`src/include/tpu_consts.svh`:
```
// TPU front end constants
`ifndef TPU_CONSTS_SVH
`define TPU_CONSTS_SVH

//////////////////////////////////////////////////
// Instruction word fields
`define TPU_OPCODE_W	4		// Opcode field
`define TPU_PAYLOAD_W	24		// Instruction payload

//////////////////////////////////////////////////
// Tags attached to each instruction
`define TPU_ISSUE_W		8		// Issue number from scalar unit
`define TPU_ID_W		8		// SIMT thread identifier

//////////////////////////////////////////////////
// Instruction buffer
`define TPU_BUF_DEPTH	8		// Entries, power of two

`endif

```
`src/source/pkg_tpu.sv`:
```
// TPU front end types
`default_nettype none

`include "tpu_consts.svh"

package pkg_tpu;

	//////////////////////////////////////////////////
	// Encodings

	typedef enum logic [`TPU_OPCODE_W-1:0] {
		op_nop,
		op_add,
		op_mul,
		op_mac,						// Multiply and accumulate
		op_load,
		op_store
	} opcode_t;

	typedef enum logic [1:0] {
		fe_init,					// Idle, no packet
		fe_scalar,					// Waiting for issue number
		fe_simt,					// Waiting for thread id
		fe_instr					// Instruction stream
	} fe_state_t;

	//////////////////////////////////////////////////
	// Words and tags

	typedef struct packed {
		logic						v;
		opcode_t					opcode;
		logic [`TPU_PAYLOAD_W-1:0]	payload;
	} instr_t;

	typedef struct packed {
		logic						v;
		logic [`TPU_ISSUE_W-1:0]	number;
	} issue_no_t;

	typedef struct packed {
		logic						v;
		logic [`TPU_ID_W-1:0]		id;
	} id_t;

	// One tagged instruction as stored in the buffer
	typedef struct packed {
		logic [`TPU_ISSUE_W-1:0]	issue_no;
		logic [`TPU_ID_W-1:0]		thread_id;
		instr_t						instr;
	} buf_entry_t;

endpackage

`default_nettype wire

```
`src/source/front_end.sv`:
```
// TPU instruction front end
`timescale 1ns/1ns
`default_nettype none

`include "tpu_consts.svh"

module front_end
	import pkg_tpu::*;
(
	input  wire logic	clock,
	input  wire logic	reset,
	input  wire logic	en_exe,				// Write without issue number
	input  wire logic	req,				// Packet in progress
	input  wire logic	full,				// Buffer full
	input  wire logic	term,				// Termination from scalar unit
	input  wire logic	nack_in,			// Refusal from back end
	input  wire instr_t	instr,
	output logic		we,					// Buffer write strobe
	output buf_entry_t	entry,				// Tagged instruction
	output logic		term_done,			// Packet finished
	output logic		nack				// To allocator
);

	logic		r_req;
	logic		r_en_exe;
	logic		r_full;
	logic		r_term;
	logic		r_nack;
	instr_t		r_instr;

	fe_state_t	state;
	issue_no_t	issue_no;
	id_t		thread_id;

	logic		set_we;

	//////////////////////////////////////////////////
	// Input registers

	always_ff @(posedge clock) begin
		if (reset) begin
			r_req		<= 1'b0;
			r_en_exe	<= 1'b0;
			r_full		<= 1'b0;
			r_term		<= 1'b0;
			r_nack		<= 1'b0;
		end else begin
			r_req		<= req;
			r_en_exe	<= en_exe;
			r_full		<= full;
			r_term		<= term;
			r_nack		<= nack_in;
		end
	end

	// Word register follows the stream only during a packet
	always_ff @(posedge clock) begin
		if (reset) begin
			r_instr		<= '0;
		end else if (r_req) begin
			r_instr		<= instr;
		end
	end

	//////////////////////////////////////////////////
	// Sequencer

	always_ff @(posedge clock) begin
		if (reset) begin
			state <= fe_init;
		end else if (!r_req) begin
			state <= fe_init;				// Packet over or idle
		end else if (r_term && state != fe_init) begin
			state <= fe_simt;				// Await a new thread id
		end else begin
			case (state)
				fe_init:	state <= fe_scalar;
				fe_scalar:	if (r_instr.v) state <= fe_simt;
				fe_simt:	if (r_instr.v) state <= fe_instr;
				default:	state <= fe_instr;
			endcase
		end
	end

	// Header capture, cleared by the scalar unit
	always_ff @(posedge clock) begin
		if (reset || r_term) begin
			issue_no	<= '0;
			thread_id	<= '0;
		end else if (r_req && r_instr.v) begin
			if (state == fe_scalar) begin
				issue_no	<= {1'b1, r_instr.payload[`TPU_ISSUE_W-1:0]};
			end
			if (state == fe_simt) begin
				thread_id	<= {1'b1, r_instr.payload[`TPU_ID_W-1:0]};
			end
		end
	end

	//////////////////////////////////////////////////
	// Write stage

	assign set_we = (state == fe_instr) & r_instr.v & r_req & ~r_term & ~r_full &
		(issue_no.v | r_en_exe);

	always_ff @(posedge clock) begin
		if (reset) begin
			we <= 1'b0;
		end else begin
			we <= set_we;
		end
	end

	always_ff @(posedge clock) begin
		if (set_we) begin
			entry.issue_no	<= issue_no.number;
			entry.thread_id	<= thread_id.id;
			entry.instr		<= r_instr;
		end
	end

	// One pulse as the sequencer drops back to idle
	always_ff @(posedge clock) begin
		if (reset) begin
			term_done <= 1'b0;
		end else begin
			term_done <= (state != fe_init) & ~r_req;
		end
	end

	assign nack = r_full | r_nack;

	//////////////////////////////////////////////////
	// Checks

	a_no_we_after_full: assert property (@(posedge clock) disable iff (reset)
		r_full |=> !we);

	a_term_done_pulse: assert property (@(posedge clock) disable iff (reset)
		term_done |=> !term_done);

endmodule

`default_nettype wire

```
`src/source/instr_buffer.sv`:
```
// Tagged instruction FIFO
`timescale 1ns/1ns
`default_nettype none

`include "tpu_consts.svh"

module instr_buffer
	import pkg_tpu::*;
#(
	parameter int DEPTH = `TPU_BUF_DEPTH		// Power of two
) (
	input  wire logic		clock,
	input  wire logic		reset,
	input  wire logic		we,				// Push
	input  wire buf_entry_t	wdata,
	input  wire logic		pop,			// Remove head
	output buf_entry_t		head,			// Oldest entry
	output logic			full,
	output logic			empty
);

	localparam int AW = (DEPTH > 1) ? $clog2(DEPTH) : 1;
	localparam int CW = $clog2(DEPTH) + 1;

	buf_entry_t		mem [DEPTH];

	logic [AW-1:0]	wr_ptr;
	logic [AW-1:0]	rd_ptr;
	logic [CW-1:0]	count;				// Occupancy

	logic			wr_ok;
	logic			rd_ok;

	//////////////////////////////////////////////////
	// Flags

	assign full		= (count == CW'(DEPTH));
	assign empty	= (count == '0);

	assign wr_ok	= we & ~full;			// Late write on full is lost
	assign rd_ok	= pop & ~empty;

	assign head		= mem[rd_ptr];

	//////////////////////////////////////////////////
	// Storage

	always_ff @(posedge clock) begin
		if (wr_ok) begin
			mem[wr_ptr] <= wdata;
		end
	end

	// Pointers wrap on their own since depth is a power of two
	always_ff @(posedge clock) begin
		if (reset) begin
			wr_ptr <= '0;
		end else if (wr_ok) begin
			wr_ptr <= wr_ptr + 1'b1;
		end
	end

	always_ff @(posedge clock) begin
		if (reset) begin
			rd_ptr <= '0;
		end else if (rd_ok) begin
			rd_ptr <= rd_ptr + 1'b1;
		end
	end

	always_ff @(posedge clock) begin
		if (reset) begin
			count <= '0;
		end else begin
			case ({wr_ok, rd_ok})
				2'b10:		count <= count + 1'b1;
				2'b01:		count <= count - 1'b1;
				default:	count <= count;		// Idle or both at once
			endcase
		end
	end

	//////////////////////////////////////////////////
	// Checks

	a_no_write_on_full: assert property (@(posedge clock) disable iff (reset)
		(full && we && !pop) |=> (full && wr_ptr == $past(wr_ptr)));

	a_full_empty_excl: assert property (@(posedge clock) disable iff (reset)
		!(full && empty));

endmodule

`default_nettype wire

```
`src/source/tpu_front.sv`:
```
// TPU instruction front end top
`timescale 1ns/1ns
`default_nettype none

module tpu_front
	import pkg_tpu::*;
(
	input  wire logic		clock,
	input  wire logic		reset,
	input  wire logic		en_exe,
	input  wire logic		req,
	input  wire logic		term,
	input  wire logic		nack_in,
	input  wire instr_t		instr,
	input  wire logic		pop,		// Back end read
	output logic			term_done,
	output logic			nack,
	output buf_entry_t		head,
	output logic			empty,
	output logic			full
);

	logic			we;
	buf_entry_t		entry;

	front_end u_front_end (
		.clock		(clock),
		.reset		(reset),
		.en_exe		(en_exe),
		.req		(req),
		.full		(full),			// Fed back from the buffer
		.term		(term),
		.nack_in	(nack_in),
		.instr		(instr),
		.we			(we),
		.entry		(entry),
		.term_done	(term_done),
		.nack		(nack)
	);

	instr_buffer u_instr_buffer (
		.clock		(clock),
		.reset		(reset),
		.we			(we),
		.wdata		(entry),
		.pop		(pop),
		.head		(head),
		.full		(full),
		.empty		(empty)
	);

endmodule

`default_nettype wire

```
`config.mk`:
```
export PLATFORM = sky130hd
export DESIGN_NAME = tpu_front
export DESIGN_NICKNAME = d
export VERILOG_FILES = /design/src/source/pkg_tpu.sv /design/src/source/front_end.sv /design/src/source/instr_buffer.sv /design/src/source/tpu_front.sv
export VERILOG_INCLUDE_DIRS = /design/src /design/src/include
export SDC_FILE = /design/constraint.sdc
export NUM_CORES = 1
export LEC_CHECK = 0
export BUFFER_PORTS_ARGS = -buffer_cell sky130_fd_sc_hd__buf_2
export CAP_MARGIN = 30
export CORE_UTILIZATION = 50
export CTS_BUF_LIST = sky130_fd_sc_hd__clkbuf_4 sky130_fd_sc_hd__clkbuf_8
export DETAILED_ROUTE_END_ITERATION = 8
export HOLD_SLACK_MARGIN = 0.1
export PLACE_DENSITY = 0.67
export SETUP_SLACK_MARGIN = 0.02
export SYNTH_ARGS = -nofsm -noshare
export SYNTH_HDL_FRONTEND = slang
export SYNTH_SLANG_ARGS = --single-unit
```
`constraint.sdc`:
```
create_clock -name clock -period 5.4 [get_ports clock]
set_clock_uncertainty 0.05 [all_clocks]
set_input_delay 1.08 -clock clock [delete_from_list [all_inputs] [get_ports clock]]
set_output_delay 1.08 -clock clock [all_outputs]
set_load 0.1 [all_outputs]
```
==> results of run 1 <==
-- cell usage in the layout (no fill, tap or decap), types with 6 or more instances in the layout --
| cell type | instances |
|---|---|
| clkbuf_8 | 87 |
| clkbuf_4 | 24 |
| mux2_2 | 46 |
| nor2_4 | 7 |
| dfxtp_1 | 64 |
| clkinv_1 | 14 |
| mux2i_1 | 32 |
| nor2_1 | 44 |
| nor2b_1 | 6 |
| nand2_1 | 37 |
| edfxtp_1 | 405 |
| buf_2 | 84 |
| a21oi_1 | 19 |
| buf_4 | 20 |
| mux4_1 | 90 |
-- worst register-to-register path, stage by stage (launching register included) --
cell     delay [ps]
dfxtp_1         460
or4b_1          380
nand2_4         120
or2_2           390
nor2_4          740
buf_4           550
-- flip-flops by register name (all words and copies together) (netlist names), 2 cells and up, named ones only --
name and count:
u_front_end.entry 45, u_front_end.issue_no 9, u_front_end.r_instr 29, u_front_end.state 2, u_front_end.thread_id 8, u_instr_buffer.count 4
u_instr_buffer.mem 360, u_instr_buffer.rd_ptr 3, u_instr_buffer.wr_ptr 3
-- cell type report --
| class | instances | area, um2 |
|---|---|---|
| clock buffer | 111 | 1380 |
| clock inverter | 22 | 124 |
| fill | 2561 | 14500 |
| inverter | 1 | 3.75 |
| multi-input combinational | 325 | 4070 |
| sequential | 473 | 13500 |
| tap | 455 | 569 |
| timing repair buffer | 105 | 591 |
-- metal layers --
metal,track usage,vias up
li1,-,3744
met1,0.257,4268
met2,0.320,207
met3,0.0403,48
met4,0.0591,0
met5,0,-
-- worst paths after layout --
kind,from,endpoint,slack (ps)
setup / recovery,flop,head[18],1140
hold / removal,u_front_end.r_instr[22],u_front_end.entry[22],370
setup reg to reg,u_instr_buffer.count[1],u_instr_buffer.mem[4][0],2320
hold reg to reg,u_front_end.r_instr[22],u_front_end.entry[22],370
-- kinds of logic after synthesis --
family,after synthesis,share of synthesized area
muxes,168,0.180
adders and majority gates,5,0.00352
AOI/OAI and AO/OA,28,0.00901
buffers and inverters,42,0.0140
DFF,473,0.761
xor gates and xnor gates,6,0.00296
and+or+nand+nor,118,0.0298
-- power groups by stage --
stage                     logic (mW)  registers (mW)  clock network, mW
after floorplan               0.0356            4.01                  0
after global placement        0.0597            4.01                  0
after detailed placement      0.0607            4.01                  0
after CTS                     0.0609            3.93               3.05
after global routing          0.0651            3.93               3.20
final                         0.0597            3.93               2.97
-- metrics by stage --
step                 util  power [mW]  cell area, um2  setup slack [ps]
finish              0.583        6.96           20300              1140
CTS                 0.583        7.04           20300              1040
detailed placement  0.539        4.07           18800              1680
floorplan               -        4.04           17800               706
global placement    0.539        4.07           18800              1710
global route        0.583        7.20           20300               991
==> results.tsv, run 1 <==
metric	value	unit
Clock Tree Buf Depth	3	
Worst Path Max Fanout	51	
die height	191	um
met1 wire length	14.9	mm
Final Hold Viols	0	
Yosys cell types	36	
fin crit share	0.789	
routability cong.	0.697	
Die W	191	um
CP arrival	3130	ps
final setup fails	0	
minimum clock period	4260	ps
most frequent cell after synthesis	edfxtp_1	
DR WL met2	16.9	mm
Die ar.	36300	um2
hpwl dp	19.0	mm
slowest cell on the critical path	dfxtp_4	
RSZ-0062 raised after global routing	no	
Avg WL per Cell	22.8	um
clock share of power	0.427	
cell row count	68	
most frequent cells after synthesis	405 x edfxtp_1, 90 x mux4_1, 68 x dfxtp_1	
number of warnings issued by yosys	0	
Initial Util	0.511	
I/O pin cnt	85	
power per cell area	344	nW/um2
port buffer count	84	
combinational power share	0.009	
Mapped Area	17800	um2
Area Overhead vs Synth	14.0	%
share of cells above drive strength 1	0.279	
post-cts resize count	0	
largest net degree at the start of global routing	52	
Critical path buffers and inverters	2	
Syn Area/Cell	21.2	um2
overall global routing resource usage	0.193	
cell depth of the worst setup path	4	
Switch Pwr	1.34	mW
worst skew pair latency	580	ps
WHS	370	ps
area leader, netlist	edfxtp_1	
Fin Setup TNS	0	ps
worst hold path type	reg -> reg	
vias in the first global route	8624	
sw frac	0.193	
worst endpoint required time	4270	ps
FF-to-FF path depth	5	
CP max stage delay	910	ps
uppermost layer routed	met4	
Peak Freq	0.235	GHz
Crit. End Element	primary output	
sequential area share after synthesis	0.761	
slew margin rel.	0.337	
placed cell count	1359	
Synth area leaders	edfxtp_1 68%, mux4_1 13%, dfxtp_1 7.7%	
total CTS buffers	73	
syn nets	881	
H-tree Lvls	3	
initial antenna violation count	0	
Remaining Overflow, GRT	0	
Power Internal	5.62	mW
Async SR Flop Fraction	0	
# clock sinks	473	
gate count of the mapped netlist	840	
max-cap viol count	0	
antenna diode count	0	
root buffer cell	clkbuf_8	
dominant synthesized flop cell	edfxtp_1	
Final Max Tran Viols	0	
top-area cell type share of the netlist area	0.684	
Initial DRT Pass Iterations	5	
DRT Wirelength	34.1	mm
CTS tree	yes	
sequential power share	0.565	
Leakage	6.81	nW
Worst setup SP type	flop	
non-filler cells, final	1492	
CP Cell Sequence	buf_4 > mux4_1 > mux2_2 > buf_2	
Setup Buffers After CTS	0	
Worst Hold Depth	0	
Via Count	8267	
CP delay by family, top	flip-flops	
Seq cells post-synth	473	
Core Area	34800	um2
DRC viols	0	
global-route wire length before repair	50.7	mm
Reg clk slew, reported paths	60	ps
maximum vdd ir drop	164	uV
Post-synth EDFFs	405	
vias per cell	5.54	
Worst Max-Slew Pin Slew	992	ps
status	completed	
# hold bufs at CTS	0	
final net count	1020	
Routed Antenna Nets	0	
Met3 Routed Length	1.67	mm
Setup CP Type	reg -> out	
initial DRC count	618	
No activity file was read; power rests on OpenSTA's default activity.
==> run 2: changes to the inputs <==
Settings changed: PLACE_DENSITY 0.67 to 0.7.
Clock period 5.4 ns to 3.9 ns, I/O delays scaled along.
==> run 2 against run 1 <==
  * Register-to-register slack worse by 1100 ps
  * Flip-flop and latch count stayed put
  * Utilization is 0.43 points higher
  * Sequential share of layout area is 0.50 points lower
  * Global-route usage is 0.49 points lower
  * Sequential power is 39% higher
  * Clock power is 39% higher
  * Critical path type unchanged
  * Highest routed layer unchanged
==> results.tsv, run 2 (synthesis results as in run 1) <==
metric	value	unit	change
FILL cells	2454		was 2,561
Clock Tree Buf Depth	3		unchanged
DRT Wirelength	33.0	mm	was 34.1 mm
Via Count	8284		was 8,267
Setup CP Type	reg -> out		unchanged
port buffer count	84		unchanged
CP max stage delay	660	ps	was 910 ps
cell row count	68		unchanged
total CTS buffers	72		was 73
worst endpoint required time	3070	ps	was 4270 ps
Fin Setup TNS	0	ps	unchanged
post-route cell area	20400	um2	was 20,300 um2
antenna diode count	0		unchanged
Critical path buffers and inverters	2		unchanged
met3 Usage GRT	0.0375		was 0.0403
Die W	191	um	unchanged
fin crit share	0.927		
minimum clock period	3620	ps	
Worst Max-Slew Pin Slew	770	ps	was 992 ps
Crit. End Element	primary output		unchanged
Core Area	34800	um2	unchanged
GR peak layer	met2		unchanged
Remaining Overflow, GRT	0		unchanged
slowest cell on the critical path	dfxtp_4		unchanged
Final Max Tran Viols	0		unchanged
RSZ-0062 raised after global routing	no		unchanged
met1 GRT Util	0.253		was 0.257
CP Cell Sequence	buf_4 > mux4_1 > mux2_2 > buf_2		unchanged
Routed Antenna Nets	0		unchanged
Placed Area	18900	um2	was 18,800 um2
initial DRC count	467		was 618
CTS tree	yes		unchanged
Die ar.	36300	um2	unchanged
die height	191	um	unchanged
Peak Freq	0.277	GHz	
Largest regs	u_instr_buffer.mem: 360 flops, u_front_end.entry: 45 flops, u_front_end.r_instr: 29 flops		unchanged
worst skew pair latency	600	ps	was 580 ps
status	completed		unchanged
slew margin rel.	0.487		was 0.337
Initial DRT Pass Iterations	5		unchanged
CP arrival	2790	ps	was 3130 ps
Reg clk slew, reported paths	60	ps	about the same
Final Hold Viols	0		unchanged
Avg WL per Cell	22.1	um	was 22.8 um
hpwl dp	18.1	mm	was 19.0 mm
met2 GRT Util	0.308		was 0.320
Area Overhead vs Synth	14.9	%	was 14.0%
post-cts resize count	0		unchanged
Setup Buffers After CTS	0		unchanged
Worst Path Max Fanout	24		was 51
root buffer cell	clkbuf_8		unchanged
final setup fails	0		unchanged
I/O pin cnt	85		unchanged
routability cong.	0.710		was 0.697
share of cells above drive strength 1	0.289		was 0.279
largest net degree at the start of global routing	59		was 52
power per cell area	473	nW/um2	was 344 nW/um2
# clock sinks	473		unchanged
max-cap viol count	0		unchanged
pre-CTS WS	894	ps	was 1680 ps
final net count	1020		unchanged
overall global routing resource usage	0.188		was 0.193
# hold bufs at CTS	0		unchanged
Leakage	6.85	nW	was 6.81 nW
global-route wire length before repair	49.6	mm	was 50.7 mm
max FFs per register	360		unchanged
commonest non-fill, non-tap cell in the layout	edfxtp_1		unchanged
H-tree Lvls	3		unchanged
vias per cell	5.55		was 5.54
Largest Register	u_instr_buffer.mem		unchanged
CP delay by family, top	multiplexers		was flip-flops
worst hold path type	in -> reg		was reg -> reg
Final Worst Setup Slack	284	ps	was 1140 ps
vias in the first global route	8348		was 8,624
maximum vdd ir drop	281	uV	was 164 uV
most frequent cells in the layout	405 x edfxtp_1, 90 x mux4_1, 84 x clkbuf_8, 84 x buf_2, 64 x dfxtp_1		was 405 x edfxtp_1, 90 x mux4_1, 87 x clkbuf_8
Worst setup SP type	flop		unchanged
initial antenna violation count	0		unchanged
DRC viols	0		unchanged
Initial Util	0.511		unchanged
[run 2: where the power goes]
group,leakage (nW),total (mW),internal [mW],switching (mW)
sequential,4.26,5.45,5.43,0.0166
combinational,1.77,0.0822,0.0343,0.0479
clock,0.815,4.14,2.38,1.76
[run 2: worst paths after layout]
path                                         startpoint                       to  slack (ps)  cells past startpoint
worst max-delay path                               flop                 head[27]         280                      4
worst min-delay path                            nack_in       u_front_end.r_nack         340                      2
worst max register to register  u_instr_buffer.count[1]  u_instr_buffer.count[2]        1240                      9
worst min register to register  u_front_end.r_instr[12]    u_front_end.entry[12]         360                      0
[run 2: area by class of cell]
cell class | instances | area, um2 | share of cell area
Clock buffer | 121 | 1430 | 0.0702
Timing Repair Buffer | 106 | 711 | 0.0348
Inverter | 1 | 3.75 | 0.000184
Clock inverter | 11 | 81.3 | 0.00398
Sequential cell | 473 | 13500 | 0.663
Multi-Input combinational cell | 325 | 4090 | 0.200
Tap cell | 455 | 569 | 0.0279
[run 2: stage by stage]
step | hold slack [ps] | utilization | power (mW) | std cells
6_report | 342 | 0.587 | 9.67 | 1492
3_5_place_dp | 367 | 0.543 | 5.64 | 1360
4_1_cts | 304 | 0.587 | 9.77 | 1492
3_3_place_gp | 358 | 0.543 | 5.63 | 1360
5_1_grt | 342 | 0.587 | 9.99 | 1492
2_1_floorplan | 358 | - | 5.60 | 840
[run 2: layer usage]
metal | up-vias | wire (um)
li1 | 3738 | -
met1 | 4294 | 14600
met2 | 217 | 16300
met3 | 35 | 1660
met4 | 0 | 440
met5 | - | 0
[run 2: worst reg2reg max path, cell delays in order (launching register included)]
cell and delay (ps):
dfxtp_1 390, or4b_1 720, nand2_4 170, ha_1 270, xor2_1 170, ha_1 160, a21oi_1 40, xor2_1 160
or3_1 300, a21oi_1 150
==> run 3: changes to the inputs <==
Settings changed: PLACE_DENSITY 0.7 to 0.67.
Clock period 3.9 ns to 3.8 ns, I/O delays scaled along.
==> run 3 against run 2 <==
  * Non-clock buffer count increased by 4
  * Hold slack improved by 3.6 ps
  * Power increased by 2.1%
  * Utilization decreased by 0.068 points
  * Sequential share of layout area increased by 0.077 points
  * Critical path depth unchanged
  * Sequential power increased by 3%
  * First-iteration DRC count increased by 5.4%
  * Clock-buffer cell count decreased by 10
  * Register-to-register slack got worse by 180 ps
  * Final area decreased by 0.12%
  * Die area unchanged
  * Critical path type unchanged
  * Highest routed layer unchanged
==> results.tsv, run 3 (synthesis results as in run 1) <==
metric	value	unit	change
reg2reg end	u_instr_buffer.mem[5][1]		was u_instr_buffer.count[2]
Clock Tree Buf Depth	3		unchanged
DRC viols	0		unchanged
max FFs per register	360		unchanged
slew margin rel.	0.516		was 0.487
Routed Antenna Nets	0		unchanged
FF-to-FF path depth	4		was 9
crit path to	head[30]		was head[27]
share of cells above drive strength 1	0.287		was 0.289
CTS tree	yes		unchanged
Leakage	6.83	nW	was 6.85 nW
# clock sinks	473		unchanged
most frequent cells in the layout	405 x edfxtp_1, 90 x mux4_1, 84 x buf_2		was 405 x edfxtp_1, 90 x mux4_1, 84 x clkbuf_8, 84 x buf_2, 64 x dfxtp_1
worst skew pair latency	610	ps	was 600 ps
global-route wire length before repair	49.8	mm	was 49.6 mm
worst hold path type	in -> reg		unchanged
overall global routing resource usage	0.188		about the same
Final Worst Setup Slack	293	ps	was 284 ps
maximum vdd ir drop	236	uV	was 281 uV
CP max stage delay	580	ps	was 660 ps
status	completed		unchanged
Remaining Overflow, GRT	0		unchanged
initial antenna violation count	0		unchanged
I/O pin cnt	85		unchanged
RSZ-0062 raised after global routing	no		unchanged
R2R Setup Slk	1060	ps	was 1240 ps
Area Overhead vs Synth	14.7	%	was 14.9%
Worst setup SP type	flop		unchanged
Setup Buffers After CTS	0		unchanged
root buffer cell	clkbuf_8		unchanged
slowest cell on the critical path	mux4_1		was dfxtp_4
FILL cells	2511		was 2,454
Crit. End Element	primary output		unchanged
Core Area	34800	um2	unchanged
CP Cell Sequence	buf_12 > mux4_1 > mux2_2 > buf_2		was buf_4 > mux4_1 > mux2_2 > buf_2
total CTS buffers	72		unchanged
CP delay by family, top	multiplexers		unchanged
final setup fails	0		unchanged
Setup CP Type	reg -> out		unchanged
antenna diode count	0		unchanged
hpwl dp	18.3	mm	was 18.1 mm
Critical path buffers and inverters	2		unchanged
cell row count	68		unchanged
worst endpoint required time	2990	ps	was 3070 ps
Largest Register	u_instr_buffer.mem		unchanged
commonest non-fill, non-tap cell in the layout	edfxtp_1		unchanged
Fin Setup TNS	0	ps	unchanged
Avg WL per Cell	22.1	um	about the same
Via Count	8210		was 8,284
Die W	191	um	unchanged
post-cts resize count	0		unchanged
Worst R2R Start	u_instr_buffer.count[1]		unchanged
Final Hold Viols	0		unchanged
final net count	1024		was 1,020
vias per cell	5.50		was 5.55
max-cap viol count	0		unchanged
power per cell area	484	nW/um2	was 473 nW/um2
fin crit share	0.923		
routability cong.	0.725		was 0.710
Largest regs	u_instr_buffer.mem: 360 flops, u_front_end.entry: 45 flops, u_front_end.r_instr: 29 flops		unchanged
Initial DRT Pass Iterations	4		was 5
minimum clock period	3510	ps	
Worst Max-Slew Pin Slew	725	ps	was 770 ps
# hold bufs at CTS	0		unchanged
FF+latch area	13500	um2	unchanged
largest net degree at the start of global routing	46		was 59
Reg clk slew, reported paths	60	ps	about the same
Multi-input gate area	4090	um2	unchanged
Peak Freq	0.285	GHz	
vias in the first global route	8326		was 8,348
die height	191	um	unchanged
port buffer count	84		unchanged
cell depth of the worst setup path	4		unchanged
Initial Util	0.511		unchanged
CP arrival	2700	ps	was 2790 ps
initial DRC count	492		was 467
pre-CTS WS	869	ps	was 894 ps
Final Max Tran Viols	0		unchanged
DRT Wirelength	33.1	mm	was 33.0 mm
H-tree Lvls	3		unchanged
Die ar.	36300	um2	unchanged
Worst Path Max Fanout	41		was 24
-- run 3: worst min path at each step --
stage                              end                     from  cells past startpoint  slack, ps
2_1_floorplan    u_front_end.entry[10]  u_front_end.r_instr[10]                      0        360
3_3_place_gp     u_front_end.entry[24]  u_front_end.r_instr[24]                      0        360
3_5_place_dp     u_front_end.entry[18]  u_front_end.r_instr[18]                      0        360
4_1_cts         u_front_end.r_instr[3]                 instr[3]                      3        300
5_1_grt        u_front_end.r_instr[21]                instr[21]                      3        350
6_report        u_front_end.r_instr[3]                 instr[3]                      3        350
-- run 3: worst min-delay path: stages --
cell	delay [ps]
buf_2	80
mux2i_1	50
nor2_1	70
-- run 3: per-stage QoR --
step	total power [mW]	area, um2	util	hold slack (ps)	cells
final	9.87	20400	0.586	346	1494
after global routing	10.2	20400	0.586	346	1494
after CTS	9.97	20400	0.586	303	1494
after detailed placement	5.79	18900	0.543	365	1364
after global placement	5.78	18900	0.543	363	1364
after floorplan	5.74	17800	-	358	840
-- run 3: area by class of cell --
type / count / area share
timing repair buffer: 110 / 0.0351
tap: 455 / 0.0279
clock inverter: 19 / 0.00656
sequential: 473 / 0.663
inverter: 1 / 0.000184
multi-input combinational: 325 / 0.201
clock buffer: 111 / 0.0663
-- run 3: routing by layer --
layer	vias to the layer above	GRT usage	wire length, um
met1	4213	0.263	15000
met5	-	0	0
li1	3751	-	-
met3	40	0.0339	1550
met4	0	0.0677	593
met2	206	0.298	15900
-- run 3: power by group --
group          switching [mW]  internal, mW  leakage [nW]
registers              0.0218          5.57          4.26
clock network            1.85          2.35         0.780
logic                  0.0460        0.0351          1.79
total                    1.91          7.96          6.83
